$ cat src/hw/rv_defines.svh
`ifndef RV_DEFINES_SVH
`define RV_DEFINES_SVH

// Core word width
`define RV_XLEN 32

// Data memory depth in words
`define RV_DMEM_WORDS 256

// First fetch address
`define RV_RESET_PC 32'h0000_0000

`endif

$ cat src/hw/rv_pkg.sv
`include "rv_defines.svh"

package rv_pkg;

typedef logic [`RV_XLEN-1:0] instr_val;
typedef logic [`RV_XLEN-1:0] data_val;

typedef enum logic [6:0] {
    OPC_L     = 7'b0000011,
    OPC_I     = 7'b0010011,
    OPC_S     = 7'b0100011,
    OPC_R     = 7'b0110011,
    OPC_B     = 7'b1100011,
    OPC_AUIPC = 7'b0010111,
    OPC_LUI   = 7'b0110111,
    OPC_JAL   = 7'b1101111,
    OPC_JALR  = 7'b1100111
} opcode_e;

typedef struct packed {
    logic [6:0] funct7;
    logic [4:0] rs2;
    logic [4:0] rs1;
    logic [2:0] funct3;
    logic [4:0] rd;
} instr_r_t;

typedef struct packed {
    logic [11:0] imm_11_0;
    logic [4:0]  rs1;
    logic [2:0]  funct3;
    logic [4:0]  rd;
} instr_i_t;

typedef struct packed {
    logic [6:0] imm_11_5;
    logic [4:0] rs2;
    logic [4:0] rs1;
    logic [2:0] funct3;
    logic [4:0] imm_4_0;
} instr_s_t;

typedef struct packed {
    logic       imm_12;
    logic [5:0] imm_10_5;
    logic [4:0] rs2;
    logic [4:0] rs1;
    logic [2:0] funct3;
    logic [3:0] imm_4_1;
    logic       imm_11;
} instr_b_t;

typedef struct packed {
    logic [19:0] imm_31_12;
    logic [4:0]  rd;
} instr_u_t;

typedef struct packed {
    logic       imm_20;
    logic [9:0] imm_10_1;
    logic       imm_11;
    logic [7:0] imm_19_12;
    logic [4:0] rd;
} instr_jal_t;

typedef union packed {
    instr_r_t   R;
    instr_i_t   I;
    instr_s_t   S;
    instr_b_t   B;
    instr_u_t   U;
    instr_jal_t JAL;
} instr_body;

typedef struct packed {
    instr_body body;
    opcode_e   opc;
} instr;

// Top bit is funct7[5]; 10xx codes are branch compares on funct3[2:1]
typedef enum logic [3:0] {
    ALU_ADD     = 4'b0000,
    ALU_SLL     = 4'b0001,
    ALU_SLT     = 4'b0010,
    ALU_SLTU    = 4'b0011,
    ALU_XOR     = 4'b0100,
    ALU_SRL     = 4'b0101,
    ALU_OR      = 4'b0110,
    ALU_AND     = 4'b0111,
    ALU_SUB     = 4'b1000,  // Also EQ and NE compare
    ALU_CMP_LT  = 4'b1010,  // LT and GE
    ALU_CMP_LTU = 4'b1011,  // LTU and GEU
    ALU_SRA     = 4'b1101
} alu_optr;

typedef enum logic {
    ALU_OPND_1_REG,
    ALU_OPND_1_PC
} alu_opnd_1_sel;

typedef enum logic {
    ALU_OPND_2_REG,
    ALU_OPND_2_IMM
} alu_opnd_2_sel;

typedef enum logic [1:0] {
    PL0_STALL_NONE,
    PL0_STALL_1_BRANCH,
    PL0_STALL_1_ALU,
    PL0_STALL_IMM
} pl0_stall_state;

typedef struct packed {
    logic           valid;
    instr_val       pc;
    data_val        rs1_val;
    data_val        rs2_val;
    logic [4:0]     rd;
    data_val        imm;
    alu_opnd_1_sel  opnd_1_sel;
    alu_opnd_2_sel  opnd_2_sel;
    alu_optr        optr;
    logic           use_optr;
    data_val        alt_out;
    logic           reg_wr_en;
    logic           mem_rd_en;
    logic           mem_wr_en;
    logic           br_inv;     // funct3[0], flips the compare
    pl0_stall_state stall_state;
} de_bundle_t;

typedef struct packed {
    logic       valid;
    instr_val   pc;
    logic [4:0] rd;
    logic       wr_en;
    data_val    data;
} retire_t;

endpackage

$ cat src/hw/reg_file.sv
`timescale 1ns/1ps

module reg_file (
    input  logic            i_clk,
    input  logic            i_rst_n,
    input  logic [4:0]      i_rs1,
    input  logic [4:0]      i_rs2,
    input  logic            i_wr_en,
    input  logic [4:0]      i_rd,
    input  rv_pkg::data_val i_wr_data,
    output rv_pkg::data_val o_rs1_val,
    output rv_pkg::data_val o_rs2_val
);

import rv_pkg::*;

data_val regs [32];
logic    wr_live;

assign wr_live = i_wr_en && (i_rd != 5'd0);  // x0 never written

// Same-cycle write is forwarded to the reads
assign o_rs1_val = (i_rs1 == 5'd0) ? '0 : (wr_live && i_rd == i_rs1) ? i_wr_data : regs[i_rs1];
assign o_rs2_val = (i_rs2 == 5'd0) ? '0 : (wr_live && i_rd == i_rs2) ? i_wr_data : regs[i_rs2];

always_ff @(posedge i_clk)
begin
    if (!i_rst_n)
    begin
        for (int i = 0; i < 32; i++)
            regs[i] <= '0;
    end
    else if (wr_live)
        regs[i_rd] <= i_wr_data;
end

endmodule

$ cat config.mk
export PLATFORM = sky130hd
export DESIGN_NAME = reg_file
export DESIGN_NICKNAME = d
export VERILOG_FILES = /design/src/hw/rv_pkg.sv /design/src/hw/reg_file.sv
export VERILOG_INCLUDE_DIRS = /design/src /design/src/hw
export SDC_FILE = /design/constraint.sdc
export NUM_CORES = 2
export LEC_CHECK = 0
export BUFFER_PORTS_ARGS = -buffer_cell sky130_fd_sc_hd__buf_2
export CORE_MARGIN = 2
export CORE_UTILIZATION = 55
export CTS_BUF_LIST = sky130_fd_sc_hd__clkbuf_8
export CTS_CLUSTER_SIZE = 12
export DETAILED_ROUTE_END_ITERATION = 6
export PLACE_DENSITY = 0.76
export REMOVE_ABC_BUFFERS = 1
export SLEW_MARGIN = 30
export SYNTH_ARGS = -nofsm -noshare
export SYNTH_HDL_FRONTEND = slang
export SYNTH_SLANG_ARGS = --single-unit
$ cat constraint.sdc
create_clock -name i_clk -period 3.68 [get_ports i_clk]
set_input_delay 0.184 -clock i_clk [delete_from_list [all_inputs] [get_ports i_clk]]
set_output_delay 0.184 -clock i_clk [all_outputs]
set_load 0.02 [all_outputs]
==> impl_metrics.toml <==
[floorplan]
ios = 114
rows = 116
dieHeight_um = 321
die_area_um2 = 103000
chipWidth_um = 321
core_um2 = 100000
start_util_pct = 55.4

[cells_and_area]
nFillCells = 7289
drive_above_1_share_pct = 26.4
final_area_um2 = 61800
layout_commonest_cell = "edfxtp_1"
final_cell_mix = "1024 x edfxtp_1, 997 x and2_1, 385 x mux4_2, 249 x mux2i_1, 179 x buf_4"
largest_reg_flops = 1024
regMostFlops = "regs"
utilization_pct = 61.8
nets = 4055
reg_top3 = "regs (1024)"
area_growth_syn_to_layout_pct = 11.5

[global_route]
track_usage_pct = 36.5
antenna_found_initial = 25
grt.overflow.total = 0
grt_pass1_wl_mm = 266
grt_max_degree = 55
grt_pass1_vias = 37783

[route]
wire_per_inst_um = 34.6
drtPass1Iterations = 6
wl_mm = 188
drtIter0Drc = 6501
via_per_inst = 7.05
drcViolationCount = 0
ant_nets = 0
dr_total_vias = 38291

[place]
routabilityCongestion = 0.929
place_hpwl_mm = 115
portBuffers = 113
placed_area_um2 = 58500

[synth]
synth_compound_area_share_pct = 5.52
synthSimpleGateAreaFrac_pct = 13.3
synth_area_leaders = "edfxtp_1 55%, mux4_2 16%, and2_1 11%, mux2i_1 4.5%, mux2_2 2.0%"
syn_inst = 3859
synth_area_um2 = 55400
synth-warning-count = 0
syn_area_per_cell_um2 = 14.4
synth-async-reset-ratio_pct = 0
synth_seq_cells = 1024
synth_top_area_cell = "edfxtp_1"
synth_mux_area_share_pct = 22.1
synth_edf_count = 1024
yosysSeqAreaShare_pct = 55.5
synth_top_cell_area_share_pct = 55.5
ys_types = 56
synth_top_family_by_area = "multiplexers"
synth_xor_xnor_area_share_pct = 0.158
synthAdderAreaFrac_pct = 0
synth_flop_cell = "edfxtp_1"

[worst_hold_path]
hp-class = "in2reg"

[timing]
fin_crit_ps = 3410
hold_viol = 0
max_freq_mhz = 293
rsz0062_at_grt = "false"
relSlewSlack_pct = 32.5
worstMarginPinSlew_ps = 1010
setup_viol = 0
slew_viol_final = 0
tns_ps = 0
fin_crit_sh_pct = 92.7

[job]
cap_violations = 0

[power]
irDropWorstVdd_mv = 0.294
power_density_nw_per_um2 = 430
leakage_uw = 0.0219
power_uw = 26600

[clocking]
clock_path_buffers = 3
cts_buffers = 167
root_buffer = "clkbuf_8"
post_cts_resized = 0
h-tree-depth = 4
cts.sinks = 1024
cts_tree = "yes"
path_clk_slew_ps = 70

[run_status]
status = "completed"

[worst_setup_path]
cp_cell_sequence = "mux4_2 -> mux2i_1 -> a211oi_1 -> buf_4 -> a31oi_1 -> o221ai_1 -> buf_2"
crit_slowest_cell = "mux4_2"
slowest_delay_ps = 460
cp_top_family = "multiplexers"
required_ps = 3500
crit_fanout = 2
crit_buf_inv = 2
critical_path_class = "reg2out"
worstPathArrival_ps = 3230
cp-end-kind = "output port"
cp-start-kind = "flop"
[cell families after synthesis]
| family | count (synthesis) |
|---|---|
| multiplexers | 730 |
| XOR/XNOR | 10 |
| AO/OA/AOI/OAI | 426 |
| buffers and inverters | 421 |
| other | 1 |
| AND/OR/NAND/NOR | 1247 |
| flip-flops | 1024 |
[power by group]
| part | switching [uW] | internal [uW] | total (uW) |
|---|---|---|---|
| clock network | 4700 | 4340 | 9040 |
| logic | 2230 | 1500 | 3730 |
| registers | 335 | 13500 | 13800 |
[per-layer routing]
metal / global-route usage (%) / share of wire [%] / wire length (um)
met2: 55.6 / 45 / 85300
met5: 0.757 / 0.042 / 79
met3: 11.3 / 14 / 27100
met1: 45.9 / 34 / 63100
met4: 21.9 / 6.7 / 12600
[final cells by class]
type	count	area (um^2)	area share, %
Antenna cell	8	20.0	0.0324
Multi-Input combinational cell	2445	23400	37.9
Clock inverter	125	603	0.976
Clock buffer	168	2310	3.74
Sequential cell	1024	30700	49.8
Tap cell	1298	1620	2.63
Inverter	8	30.0	0.0486
Timing Repair Buffer	359	3020	4.88
[worst paths after layout]
path / start / endpoint / slack (ps) / cells after the start
max: regs[5][9] / o_rs1_val[9] / 270 / 7
min: i_rst_n / regs[31][12] / 110 / 3
[synth_stat cells (2+ instances only)]
library cell / number
or2_2: 4
or3_1: 3
a32o_1: 32
mux4_2: 385
clkbuf_1: 287
nor2_1: 66
a2111oi_0: 30
a21oi_1: 54
nand3b_1: 6
o221ai_1: 33
or3b_2: 4
a211oi_1: 39
nand2b_1: 3
nor2b_1: 11
a221oi_1: 22
nand4_1: 2
xnor2_1: 7
a22o_1: 4
o22ai_1: 80
a221o_1: 17
edfxtp_1: 1024
buf_4: 28
nand3_1: 6
nand2_1: 119
and2_1: 997
inv_1: 7
mux2_2: 96
o21ai_0: 63
buf_2: 65
mux2i_1: 249
nor3b_1: 5
buf_8: 2
buf_1: 15
a22oi_1: 40
buf_6: 16
a31oi_1: 2
xor2_1: 3
nor3_1: 15
[stage by stage]
stage	setup WS, ps	instances	hold slack (ps)
2_1_floorplan	9.67	3477	382
3_3_place_gp	380	5102	745
3_5_place_dp	440	5102	752
4_1_cts	274	5427	60.9
5_1_grt	207	5431	104
6_report	267	5435	114
[repair_timing]
| action | CTS | global route |
|---|---|---|
| hold endpoints to repair | 894 | 0 |
| hold buffers | 32 | 0 |
| setup buffers | 0 | 0 |
[worst min-delay path, delay by kind of cell]
kind                   cells  cell delay [ps]
buffers and inverters      2              510
AO/OA/AOI/OAI              1              100
Power figures use the tool's default switching activity.
