<file path="config.mk">
export PLATFORM = sky130hd
export DESIGN_NAME = fetch_unit
export DESIGN_NICKNAME = d
export VERILOG_FILES = /design/src/hw/rv_pkg.sv /design/src/hw/fetch_unit.sv
export VERILOG_INCLUDE_DIRS = /design/src /design/src/hw
export SDC_FILE = /design/constraint.sdc
export NUM_CORES = 1
export LEC_CHECK = 0
export BUFFER_PORTS_ARGS = -buffer_cell sky130_fd_sc_hd__buf_2
export CAP_MARGIN = 20
export CORE_MARGIN = 2
export CORE_UTILIZATION = 45
export DETAILED_ROUTE_END_ITERATION = 8
export GPL_TIMING_DRIVEN = 0
export PLACE_DENSITY = 0.69
export REMOVE_ABC_BUFFERS = 1
export SLEW_MARGIN = 10
export SYNTH_ARGS = -nofsm -noshare
export SYNTH_HDL_FRONTEND = slang
export SYNTH_SLANG_ARGS = --single-unit
</file>
<file path="constraint.sdc">
create_clock -name i_clk -period 3.6 [get_ports i_clk]
set_input_delay 0.36 -clock i_clk [delete_from_list [all_inputs] [get_ports i_clk]]
set_output_delay 0.36 -clock i_clk [all_outputs]
set_load 0.03 [all_outputs]
</file>
<file path="src/hw/rv_defines.svh">
`ifndef RV_DEFINES_SVH
`define RV_DEFINES_SVH

// Core word width
`define RV_XLEN 32

// Data memory depth in words
`define RV_DMEM_WORDS 256

// First fetch address
`define RV_RESET_PC 32'h0000_0000

`endif

</file>
<file path="src/hw/rv_pkg.sv">
`include "rv_defines.svh"

package rv_pkg;

typedef logic [`RV_XLEN-1:0] instr_val;
typedef logic [`RV_XLEN-1:0] data_val;

typedef enum logic [6:0] {
    OPC_L     = 7'b0000011,
    OPC_I     = 7'b0010011,
    OPC_S     = 7'b0100011,
    OPC_R     = 7'b0110011,
    OPC_B     = 7'b1100011,
    OPC_AUIPC = 7'b0010111,
    OPC_LUI   = 7'b0110111,
    OPC_JAL   = 7'b1101111,
    OPC_JALR  = 7'b1100111
} opcode_e;

typedef struct packed {
    logic [6:0] funct7;
    logic [4:0] rs2;
    logic [4:0] rs1;
    logic [2:0] funct3;
    logic [4:0] rd;
} instr_r_t;

typedef struct packed {
    logic [11:0] imm_11_0;
    logic [4:0]  rs1;
    logic [2:0]  funct3;
    logic [4:0]  rd;
} instr_i_t;

typedef struct packed {
    logic [6:0] imm_11_5;
    logic [4:0] rs2;
    logic [4:0] rs1;
    logic [2:0] funct3;
    logic [4:0] imm_4_0;
} instr_s_t;

typedef struct packed {
    logic       imm_12;
    logic [5:0] imm_10_5;
    logic [4:0] rs2;
    logic [4:0] rs1;
    logic [2:0] funct3;
    logic [3:0] imm_4_1;
    logic       imm_11;
} instr_b_t;

typedef struct packed {
    logic [19:0] imm_31_12;
    logic [4:0]  rd;
} instr_u_t;

typedef struct packed {
    logic       imm_20;
    logic [9:0] imm_10_1;
    logic       imm_11;
    logic [7:0] imm_19_12;
    logic [4:0] rd;
} instr_jal_t;

typedef union packed {
    instr_r_t   R;
    instr_i_t   I;
    instr_s_t   S;
    instr_b_t   B;
    instr_u_t   U;
    instr_jal_t JAL;
} instr_body;

typedef struct packed {
    instr_body body;
    opcode_e   opc;
} instr;

// Top bit is funct7[5]; 10xx codes are branch compares on funct3[2:1]
typedef enum logic [3:0] {
    ALU_ADD     = 4'b0000,
    ALU_SLL     = 4'b0001,
    ALU_SLT     = 4'b0010,
    ALU_SLTU    = 4'b0011,
    ALU_XOR     = 4'b0100,
    ALU_SRL     = 4'b0101,
    ALU_OR      = 4'b0110,
    ALU_AND     = 4'b0111,
    ALU_SUB     = 4'b1000,  // Also EQ and NE compare
    ALU_CMP_LT  = 4'b1010,  // LT and GE
    ALU_CMP_LTU = 4'b1011,  // LTU and GEU
    ALU_SRA     = 4'b1101
} alu_optr;

typedef enum logic {
    ALU_OPND_1_REG,
    ALU_OPND_1_PC
} alu_opnd_1_sel;

typedef enum logic {
    ALU_OPND_2_REG,
    ALU_OPND_2_IMM
} alu_opnd_2_sel;

typedef enum logic [1:0] {
    PL0_STALL_NONE,
    PL0_STALL_1_BRANCH,
    PL0_STALL_1_ALU,
    PL0_STALL_IMM
} pl0_stall_state;

typedef struct packed {
    logic           valid;
    instr_val       pc;
    data_val        rs1_val;
    data_val        rs2_val;
    logic [4:0]     rd;
    data_val        imm;
    alu_opnd_1_sel  opnd_1_sel;
    alu_opnd_2_sel  opnd_2_sel;
    alu_optr        optr;
    logic           use_optr;
    data_val        alt_out;
    logic           reg_wr_en;
    logic           mem_rd_en;
    logic           mem_wr_en;
    logic           br_inv;     // funct3[0], flips the compare
    pl0_stall_state stall_state;
} de_bundle_t;

typedef struct packed {
    logic       valid;
    instr_val   pc;
    logic [4:0] rd;
    logic       wr_en;
    data_val    data;
} retire_t;

endpackage

</file>
<file path="src/hw/fetch_unit.sv">
`timescale 1ns/1ps
`include "rv_defines.svh"

module fetch_unit (
    input  logic                   i_clk,
    input  logic                   i_rst_n,
    input  rv_pkg::instr           i_instr,
    input  rv_pkg::data_val        i_imm,
    input  logic                   i_stall,
    input  rv_pkg::pl0_stall_state i_stall_state,
    input  logic                   i_redirect,
    input  rv_pkg::instr_val       i_redirect_pc,
    output rv_pkg::instr_val       o_pc,
    output logic                   o_valid
);

import rv_pkg::*;

instr_val pc_q;
instr_val pc_next;
logic     wait_q;   // Branch or JALR resolving in execute

assign o_pc    = pc_q;
assign o_valid = !wait_q;

always_comb
begin
    pc_next = pc_q;
    if (o_valid)
    begin
        case (i_stall_state)
            PL0_STALL_NONE:
                pc_next = pc_q + 4;
            PL0_STALL_IMM:  // JAL target taken here
                pc_next = (i_instr.opc == OPC_JAL) ? pc_q + i_imm : pc_q + 4;
            default:
                pc_next = pc_q;  // Hold for redirect
        endcase
    end
end

always_ff @(posedge i_clk)
begin
    if (!i_rst_n)
    begin
        pc_q   <= `RV_RESET_PC;
        wait_q <= 1'b0;
    end
    else if (i_redirect)
    begin
        pc_q   <= i_redirect_pc;
        wait_q <= 1'b0;
    end
    else
    begin
        pc_q   <= pc_next;
        wait_q <= o_valid && i_stall;
    end
end

a_pc_aligned: assert property (@(posedge i_clk) disable iff (!i_rst_n) pc_q[1:0] == 2'b00)
    else $error("fetch_unit: PC %h not word aligned", pc_q);

endmodule

</file>
==> flow_summary.yaml <==
finish:
  area_delta_synth_final_pct: 16.4
  num-nets-final: 782
  drive_gt1_share_pct: 21.1
  diodes: 0
  final_cell_mix: "buf_2, a21oi_1, nand2_1, o21ai_0, nor2_1"
  layout_commonest_cell: "buf_2"
clocking:
  cts_buffer_depth: 2
  cts.root.buffer_cell: "clkbuf_8"
  numCtsBuffers: 5
  cts_resized: 0
  h-tree-depth: 2
  clkSinkCount: 33
  clk_pin_slew_worst_paths_ns: 0.08
  postCtsSetupRepairBufs: 0
  worstSkewPairLatency_ns: 0.30
  cts_tree: "done"
  cts_hold_buf: 0
sta:
  slew_viol_final: 0
  timing.final.ws_setup_ns: 0.577
  min_period_ns: 3.02
  tightestPinTransition_ns: 0.982
  finalSetupViolations: 0
  hold_viol: 0
  fin_worst_skew_ns: 0.00631
  relSlewSlack_pct: 34.5
  period_share_pct: 84.0
  max_freq_ghz: 0.331
  rsz0062_at_grt: "no"
run_status:
  run_status: "complete, no violations"
die:
  die_w_um: 97.9
  fp.coreArea_um2: 8640
  io_pins: 135
  die_height_um: 97.9
  row_count: 34
  initial_core_util_pct: 46.0
  die_area_um2: 9590
drt:
  first_pass_iters: 5
  totalWireLength_mm: 13.3
  post_drt_wl_per_cell_um: 17.6
  viasPerCell: 6.27
  antenna_left: 0
  drtIter0Drc: 459
  vias: 4743
  post-route-drc-count: 0
pwr:
  power_density_nw_per_um2: 287
  power.total_mw: 1.32
  max-vdd-ir-drop_uv: 245
  p_leak_nw: 2.05
place:
  hpwl_mm: 9.84
  place_congestion: 0.956
  port-buffer-count: 109
  pre_cts_slack_ns: 0.367
setup_path:
  slowest_stage: "clkinv_1"
  cp_max_fo: 39
  startpoint_type: "input pin"
  cp.required_ns: 3.78
  cpPeakStageDelay_ns: 0.93
  critPathKind: "input pin to flip-flop"
  crit_chain: "buf_2, clkinv_1, nand2_1, nor2_1, nand2_1, nor2_1, mux2i_1, o21ai_0"
  cp.buffers_inverters: 2
  cp-end-kind: "flip-flop"
  cp_top_family: "buffers and inverters"
  cp.arrival_ns: 3.21
global_routing:
  antenna_found_initial: 0
  overflow: 0
  grt_pass1_wl_mm: 21.2
  grtUsageTotal_pct: 26.7
  grt_max_degree: 43
  grt_pass1_vias: 4218
flow_run:
  cap_violations: 0
synthesis:
  syn_inst: 568
  yosys_warnings: 0
  syn_area_um2: 3970
  synth_edf_count: 0
  seq_area_frac_synth_pct: 16.6
  synth_flop_cell: "dfxtp_1"
  avgSynthCellArea_um2: 6.99
  ys_types: 67
  async_flop_share_pct: 0
  ys_seq_elements: 33
min_path:
  min_path_type: "input pin to flip-flop"
==> cell families (layout without fill, tap and decap cells) <==
kind of cell	count (synthesis)	count (layout)	share of synthesized area, %
xor gates and xnor gates	29	29	6.40
adders and majority gates	33	33	10.6
buffers and inverters	53	133	5.17
DFF	33	33	16.6
AOI/OAI and AO/OA	216	216	35.0
muxes	3	3	0.756
and+or+nand+nor	201	201	25.4
==> area by class of cell <==
| cell class | instances | area, um2 |
|---|---|---|
| repair buffers | 111 | 558 |
| multi-input cells | 482 | 3110 |
| flip-flops and latches | 33 | 661 |
| well taps | 108 | 135 |
| clock inverters | 1 | 5.00 |
| fillers | 898 | 4020 |
| inverters | 14 | 52.6 |
| clock buffers | 7 | 96.3 |
==> report_power, final <==
group / switching (mW) / leakage, nW / total, mW / internal, mW
Combinational: 0.346 / 1.72 / 0.558 / 0.212
Sequential: 0.0430 / 0.273 / 0.433 / 0.390
Clock: 0.160 / 0.0542 / 0.333 / 0.173
==> flip-flops by register name, summed over array words and instances, names as in the netlist <==
| register | flops |
|---|---|
| o_pc | 32 |
| wait_q | 1 |
==> per-stage QoR <==
stage                     util [%]  setup TNS (ns)  hold WS [ns]  area [um2]  std cells
after floorplan                  -               0         0.396        3820        529
after global placement        52.1          -14.52         0.409        4500        746
after detailed placement      52.3               0         0.415        4520        748
after CTS                     53.5               0         0.294        4620        756
after global routing          53.5               0         0.310        4620        756
final                         53.5               0         0.294        4620        756
==> metal layers <==
layer,global-route usage [%],vias up,wire [um]
met5,0,-,0
met4,6.73,0,192
met2,42.6,233,5900
met1,38.4,2184,6010
met3,2.86,21,1180
li1,-,2305,-
==> synth_stat cells (13+ instances only) <==
| library cell | count | area share (%) |
|---|---|---|
| o21ai_0 | 46 | 5.8 |
| xnor2_1 | 19 | 4.2 |
| dfxtp_1 | 33 | 17 |
| nand2_1 | 55 | 5.2 |
| nand4_1 | 18 | 2.8 |
| ha_1 | 32 | 10 |
| inv_1 | 13 | 1.2 |
| a21oi_1 | 65 | 8.2 |
| nand3_1 | 31 | 3.9 |
| nor2_1 | 44 | 4.2 |
| a21o_1 | 21 | 4.0 |
| clkbuf_1 | 32 | 3.0 |
==> tightest hold or removal path: stages <==
cell,delay [ns]
buf_2,0.08
a21oi_1,0.05
nor2_1,0.07
==> path summary, 6_finish.rpt <==
path	to	startpoint	slack, ns	cells after the start
worst max register to register	o_pc[27]	o_pc[6]	0.63	9
worst max-delay path	o_pc[25]	i_redirect	0.58	8
worst min-delay path	o_pc[7]	i_redirect_pc[7]	0.29	3
worst min register to register	wait_q	wait_q	0.43	1
No activity file was read; power rests on OpenSTA's default activity.
