`src/hw/rv_defines.svh`:
```
`ifndef RV_DEFINES_SVH
`define RV_DEFINES_SVH

// Core word width
`define RV_XLEN 32

// Data memory depth in words
`define RV_DMEM_WORDS 256

// First fetch address
`define RV_RESET_PC 32'h0000_0000

`endif

```
`src/hw/rv_pkg.sv`:
```
`include "rv_defines.svh"

package rv_pkg;

typedef logic [`RV_XLEN-1:0] instr_val;
typedef logic [`RV_XLEN-1:0] data_val;

typedef enum logic [6:0] {
    OPC_L     = 7'b0000011,
    OPC_I     = 7'b0010011,
    OPC_S     = 7'b0100011,
    OPC_R     = 7'b0110011,
    OPC_B     = 7'b1100011,
    OPC_AUIPC = 7'b0010111,
    OPC_LUI   = 7'b0110111,
    OPC_JAL   = 7'b1101111,
    OPC_JALR  = 7'b1100111
} opcode_e;

typedef struct packed {
    logic [6:0] funct7;
    logic [4:0] rs2;
    logic [4:0] rs1;
    logic [2:0] funct3;
    logic [4:0] rd;
} instr_r_t;

typedef struct packed {
    logic [11:0] imm_11_0;
    logic [4:0]  rs1;
    logic [2:0]  funct3;
    logic [4:0]  rd;
} instr_i_t;

typedef struct packed {
    logic [6:0] imm_11_5;
    logic [4:0] rs2;
    logic [4:0] rs1;
    logic [2:0] funct3;
    logic [4:0] imm_4_0;
} instr_s_t;

typedef struct packed {
    logic       imm_12;
    logic [5:0] imm_10_5;
    logic [4:0] rs2;
    logic [4:0] rs1;
    logic [2:0] funct3;
    logic [3:0] imm_4_1;
    logic       imm_11;
} instr_b_t;

typedef struct packed {
    logic [19:0] imm_31_12;
    logic [4:0]  rd;
} instr_u_t;

typedef struct packed {
    logic       imm_20;
    logic [9:0] imm_10_1;
    logic       imm_11;
    logic [7:0] imm_19_12;
    logic [4:0] rd;
} instr_jal_t;

typedef union packed {
    instr_r_t   R;
    instr_i_t   I;
    instr_s_t   S;
    instr_b_t   B;
    instr_u_t   U;
    instr_jal_t JAL;
} instr_body;

typedef struct packed {
    instr_body body;
    opcode_e   opc;
} instr;

// Top bit is funct7[5]; 10xx codes are branch compares on funct3[2:1]
typedef enum logic [3:0] {
    ALU_ADD     = 4'b0000,
    ALU_SLL     = 4'b0001,
    ALU_SLT     = 4'b0010,
    ALU_SLTU    = 4'b0011,
    ALU_XOR     = 4'b0100,
    ALU_SRL     = 4'b0101,
    ALU_OR      = 4'b0110,
    ALU_AND     = 4'b0111,
    ALU_SUB     = 4'b1000,  // Also EQ and NE compare
    ALU_CMP_LT  = 4'b1010,  // LT and GE
    ALU_CMP_LTU = 4'b1011,  // LTU and GEU
    ALU_SRA     = 4'b1101
} alu_optr;

typedef enum logic {
    ALU_OPND_1_REG,
    ALU_OPND_1_PC
} alu_opnd_1_sel;

typedef enum logic {
    ALU_OPND_2_REG,
    ALU_OPND_2_IMM
} alu_opnd_2_sel;

typedef enum logic [1:0] {
    PL0_STALL_NONE,
    PL0_STALL_1_BRANCH,
    PL0_STALL_1_ALU,
    PL0_STALL_IMM
} pl0_stall_state;

typedef struct packed {
    logic           valid;
    instr_val       pc;
    data_val        rs1_val;
    data_val        rs2_val;
    logic [4:0]     rd;
    data_val        imm;
    alu_opnd_1_sel  opnd_1_sel;
    alu_opnd_2_sel  opnd_2_sel;
    alu_optr        optr;
    logic           use_optr;
    data_val        alt_out;
    logic           reg_wr_en;
    logic           mem_rd_en;
    logic           mem_wr_en;
    logic           br_inv;     // funct3[0], flips the compare
    pl0_stall_state stall_state;
} de_bundle_t;

typedef struct packed {
    logic       valid;
    instr_val   pc;
    logic [4:0] rd;
    logic       wr_en;
    data_val    data;
} retire_t;

endpackage

```
`src/hw/decoder.sv`:
```
`timescale 1ns/1ps

module decoder (
    input  rv_pkg::instr           i_cur_instr_val,
    input  rv_pkg::instr_val       i_pc_val,
    output rv_pkg::pl0_stall_state o_pl0_stall_state_val,
    output logic                   o_reg_wr_en,
    output rv_pkg::alu_opnd_1_sel  o_alu_opnd_1_sel_val,
    output rv_pkg::alu_opnd_2_sel  o_alu_opnd_2_sel_val,
    output rv_pkg::alu_optr        o_alu_optr_val,
    output logic                   o_alu_use_optr,
    output rv_pkg::data_val        o_alu_alt_out_val,
    output logic                   o_mem_wr_en,
    output logic                   o_mem_rd_en,
    output rv_pkg::data_val        o_imm_val,
    output logic                   o_stall
);

import rv_pkg::*;

typedef enum logic [2:0] {
    IMM_FMT_I,
    IMM_FMT_I_SHIFT,
    IMM_FMT_S,
    IMM_FMT_B,
    IMM_FMT_U,
    IMM_FMT_JAL
} imm_fmt_e;

imm_fmt_e   imm_fmt;
logic [2:0] funct3;
logic       funct7_5;
logic       is_shift;
logic       opc_known;
data_val    u_imm;

assign funct3      = i_cur_instr_val.body.R.funct3;
assign funct7_5    = i_cur_instr_val.body.R.funct7[5];
assign is_shift    = (funct3 == 3'b001) || (funct3 == 3'b101);  // SLLI, SRLI, SRAI
assign u_imm       = {i_cur_instr_val.body.U.imm_31_12, 12'h000};
assign o_mem_wr_en = (i_cur_instr_val.opc == OPC_S);
assign o_mem_rd_en = (i_cur_instr_val.opc == OPC_L);

always_comb
begin
    // Most formats add a register and an immediate
    imm_fmt               = IMM_FMT_I;
    o_pl0_stall_state_val = PL0_STALL_NONE;
    o_alu_opnd_1_sel_val  = ALU_OPND_1_REG;
    o_alu_opnd_2_sel_val  = ALU_OPND_2_IMM;
    o_alu_optr_val        = ALU_ADD;
    o_alu_use_optr        = 1'b1;
    o_alu_alt_out_val     = '0;
    o_reg_wr_en           = 1'b0;
    o_stall               = 1'b0;
    opc_known             = 1'b1;
    case (i_cur_instr_val.opc)
        OPC_L:
            o_reg_wr_en = 1'b1;
        OPC_I:
        begin
            imm_fmt        = is_shift ? IMM_FMT_I_SHIFT : IMM_FMT_I;
            o_alu_optr_val = alu_optr'({funct3 == 3'b101 ? funct7_5 : 1'b0, funct3});
            o_reg_wr_en    = 1'b1;
        end
        OPC_S:
            imm_fmt = IMM_FMT_S;
        OPC_R:
        begin
            o_alu_opnd_2_sel_val = ALU_OPND_2_REG;
            o_alu_optr_val       = alu_optr'({funct7_5, funct3});
            o_reg_wr_en          = 1'b1;
        end
        OPC_B:
        begin
            imm_fmt               = IMM_FMT_B;
            o_pl0_stall_state_val = PL0_STALL_1_BRANCH;
            o_alu_opnd_2_sel_val  = ALU_OPND_2_REG;
            o_alu_optr_val        = alu_optr'({2'b10, funct3[2:1]});
            o_alu_use_optr        = 1'b0;
            o_stall               = 1'b1;
        end
        OPC_AUIPC:
        begin
            imm_fmt              = IMM_FMT_U;
            o_alu_opnd_1_sel_val = ALU_OPND_1_PC;
            o_reg_wr_en          = 1'b1;
        end
        OPC_LUI:
        begin
            imm_fmt           = IMM_FMT_U;
            o_alu_use_optr    = 1'b0;
            o_alu_alt_out_val = u_imm;  // Bypasses the ALU
            o_reg_wr_en       = 1'b1;
        end
        OPC_JAL:
        begin
            imm_fmt               = IMM_FMT_JAL;
            o_pl0_stall_state_val = PL0_STALL_IMM;
            o_alu_use_optr        = 1'b0;
            o_alu_alt_out_val     = i_pc_val + 4;  // Link value
            o_reg_wr_en           = 1'b1;
        end
        OPC_JALR:
        begin
            o_pl0_stall_state_val = PL0_STALL_1_ALU;
            o_alu_use_optr        = 1'b0;
            o_alu_alt_out_val     = i_pc_val + 4;
            o_reg_wr_en           = 1'b1;
            o_stall               = 1'b1;
        end
        default:
        begin
            o_alu_use_optr = 1'b0;  // No writes, no stall
            opc_known      = 1'b0;
        end
    endcase
end

always_comb
begin
    case (imm_fmt)
        IMM_FMT_I:
            o_imm_val = {{20{i_cur_instr_val.body.I.imm_11_0[11]}},
                         i_cur_instr_val.body.I.imm_11_0};
        IMM_FMT_I_SHIFT:
            o_imm_val = {27'd0, i_cur_instr_val.body.I.imm_11_0[4:0]};  // shamt only
        IMM_FMT_S:
            o_imm_val = {{20{i_cur_instr_val.body.S.imm_11_5[6]}},
                         i_cur_instr_val.body.S.imm_11_5,
                         i_cur_instr_val.body.S.imm_4_0};
        IMM_FMT_B:
            o_imm_val = {{19{i_cur_instr_val.body.B.imm_12}},
                         i_cur_instr_val.body.B.imm_12,
                         i_cur_instr_val.body.B.imm_11,
                         i_cur_instr_val.body.B.imm_10_5,
                         i_cur_instr_val.body.B.imm_4_1,
                         1'b0};
        IMM_FMT_U:
            o_imm_val = u_imm;
        IMM_FMT_JAL:
            o_imm_val = {{11{i_cur_instr_val.body.JAL.imm_20}},
                         i_cur_instr_val.body.JAL.imm_20,
                         i_cur_instr_val.body.JAL.imm_19_12,
                         i_cur_instr_val.body.JAL.imm_11,
                         i_cur_instr_val.body.JAL.imm_10_1,
                         1'b0};
        default:
            o_imm_val = '0;
    endcase
end

// Combinational block, so the check is deferred to the end of the time step
always_comb
begin
    if (opc_known)
    begin
        a_no_x: assert final (!$isunknown({o_pl0_stall_state_val, o_reg_wr_en,
                                           o_alu_optr_val, o_alu_alt_out_val,
                                           o_imm_val, o_stall}))
            else $error("decoder: X on outputs for opcode %b", i_cur_instr_val.opc);
    end
end

endmodule

```
`config.mk`:
```
export PLATFORM = sky130hd
export DESIGN_NAME = decoder
export DESIGN_NICKNAME = d
export VERILOG_FILES = /design/src/hw/rv_pkg.sv /design/src/hw/decoder.sv
export VERILOG_INCLUDE_DIRS = /design/src /design/src/hw
export SDC_FILE = /design/constraint.sdc
export NUM_CORES = 1
export LEC_CHECK = 0
export BUFFER_PORTS_ARGS = -buffer_cell sky130_fd_sc_hd__buf_2
export CORE_UTILIZATION = 39
export DETAILED_ROUTE_END_ITERATION = 8
export PLACE_DENSITY_LB_ADDON = 0.1
export SYNTH_ARGS = -nofsm -noshare
export SYNTH_HDL_FRONTEND = slang
export SYNTH_SLANG_ARGS = --single-unit
```
`constraint.sdc`:
```
create_clock -name vclk -period 2.1
set_clock_uncertainty 0.15 [all_clocks]
set_input_delay 0.105 -clock vclk [all_inputs]
set_output_delay 0.105 -clock vclk [all_outputs]
set_load 0.01 [all_outputs]
```
==> results.cfg <==
[status]
outcome = complete, no violations

[sta]
hold_violations = 0
slew_headroom = 0.553
final_max_slew_viol_count = 0
hold_ws_ns = 0.322
period_share = 0.984
worstMarginPinSlew_ns = 0.667
rsz0062_at_grt = yes
fin_crit_ns = 2.07
max_freq_mhz = 484
report.final.setup_viol = 0

[final_layout]
nFlopsAndLatches = 0
diodes = 0
drive_gt1_frac = 0.470
layout.nets = 454
fin_area_mm2 = 0.00245
finalNonFillerCells = 435
seq_area_um2 = 0
clock_buffer_count = 0
final_util = 0.665
areaGrowthSynthToFinish_pct = 63.0

[synth]
yosysSeqAreaShare = 0
syn_area_per_cell_um2 = 6.35
yosys-top-cells-area = a21o_1, nand3_1, nand2_1, or4_1, o211ai_1
yosys_warnings = 0
synth_nets = 302
yosysMostFrequentCell = nand2_1
synth.distinct_cells = 46
synth_area_leader_cell = a21o_1
synth_top_cells_by_count = nand2_1, nand3_1, a21o_1
yosys.area.top_type_share = 0.0998
netlist_area_mm2 = 0.00151
syn_inst = 237

[clock_network]
postCtsSetupRepairBufs = 0
hold_buffers = 0

[pwr]
power.total_mw = 0.307
cellLeakagePower_nw = 1.41
power_density_mw_per_mm2 = 125
vdd_ir_drop_max_uv = 99.8

[place]
routabilityCongestion = 0.813
placed_cells = 435
dp_hpwl_um = 4680
numPortBuffers = 141
dpl-instance-area_mm2 = 0.00240

[setup_path]
crit_type = primary input to output pin
worstPathMaxFanout = 16
critical_path_arrival_ns = 1.81
endpoint_kind = output pin
crit_required_ns = 1.85
startpoint_type = primary input

[job]
maxCapViolCount = 0

[die]
fp-row-count = 22
start_util = 0.408
die_width_um = 64.1
die_h_um = 64.1
coreArea_mm2 = 0.00369
dieArea_mm2 = 0.00411
ios = 141

[drt]
viasPerCell = 5.55
drc = 0
firstDrtPassIters = 4
drt_iter0_markers = 140
drt-wirelength-per-cell_um = 13.5
dr_total_vias = 2415
wl_um = 5890
drtAntennaViolNets = 0

[grt]
grtUsageTotal = 0.275
grt_pass1_vias = 2094
grt_overflow_total = 0
grt_max_degree = 21
grt_pass1_wl_um = 9400
antenna_found_initial = 0

[hold_path]
hp-class = primary input to output pin
-- critical path: stages --
cell and delay (ns):
buf_2 0.09, nand4_1 0.17, or4_4 0.52, buf_6 0.16
or4b_1 0.52, nand3_1 0.11, buf_2 0.14
-- cell usage in the layout, fill, tap and decap left out, types with 2 or more instances in the layout --
master,Yosys,final
or4_1,11,9
and4_1,5,5
a21o_1,20,20
nor4_1,6,5
and3_1,3,3
a22o_1,4,4
inv_1,9,9
xor2_1,6,6
buf_2,4,139
nor3_2,1,2
buf_6,1,4
nor3b_1,3,3
nand2_1,26,26
o211a_1,4,4
buf_4,0,26
nor2_1,14,14
or4b_1,2,2
a211o_1,6,6
o311ai_0,2,2
o211ai_1,9,9
nor3_1,9,8
or4_4,0,2
nand3_2,1,2
o311a_1,2,2
nand4_1,8,8
nor4b_1,2,2
o21ai_0,8,8
a32o_1,3,3
nand3_1,22,21
and2_1,10,10
xnor2_1,6,6
a21oi_1,2,2
-- cells by family after synthesis --
logic type / synth area share
AND/OR/NAND/NOR: 0.501
AO/OA/AOI/OAI: 0.342
buffers and inverters: 0.0781
XOR/XNOR: 0.0698
adder cells (fa/ha/maj): 0.00831
-- where the power goes --
group	total, mW	internal [mW]	switching (mW)	leakage (nW)
logic	0.307	0.144	0.164	1.41
registers	0	0	0	0
clock network	0	0	0	0
total	0.307	0.144	0.164	1.41
-- metrics by stage --
stage | setup slack, ns | setup TNS (ns)
final | 0.0345 | 0
after global routing | -0.0454 | -0.0643
after CTS | 0.00280 | 0
after detailed placement | 0.00352 | 0
after global placement | 0.0337 | 0
after floorplan | 0.219 | 0
-- metal layers --
layer	track usage	share of wire
met5	0	0
met4	0.00556	0
met3	0.0214	0.063
met2	0.493	0.48
met1	0.374	0.46
-- area by class of cell --
class / instances / area, µm²
multi-input cells: 209 / 1420
repair buffers: 169 / 936
well taps: 48 / 60.1
inverters: 9 / 33.8
fillers: 369 / 1230
-- final timing paths --
kind   startpoint               endpoint  slack [ns]  depth (start not counted)
max   i_pc_val[9]  o_alu_alt_out_val[31]        0.03                          7
min   i_pc_val[2]   o_alu_alt_out_val[2]        0.32                          3
-- repair_timing --
| item | 4_1_cts | 5_1_grt |
|---|---|---|
| hold endpoints to repair | 0 | 0 |
| endpoints found under the setup margin | 0 | 20 |
| gates resized for setup | 0 | 13 |
(Power assumes the default switching activity.)
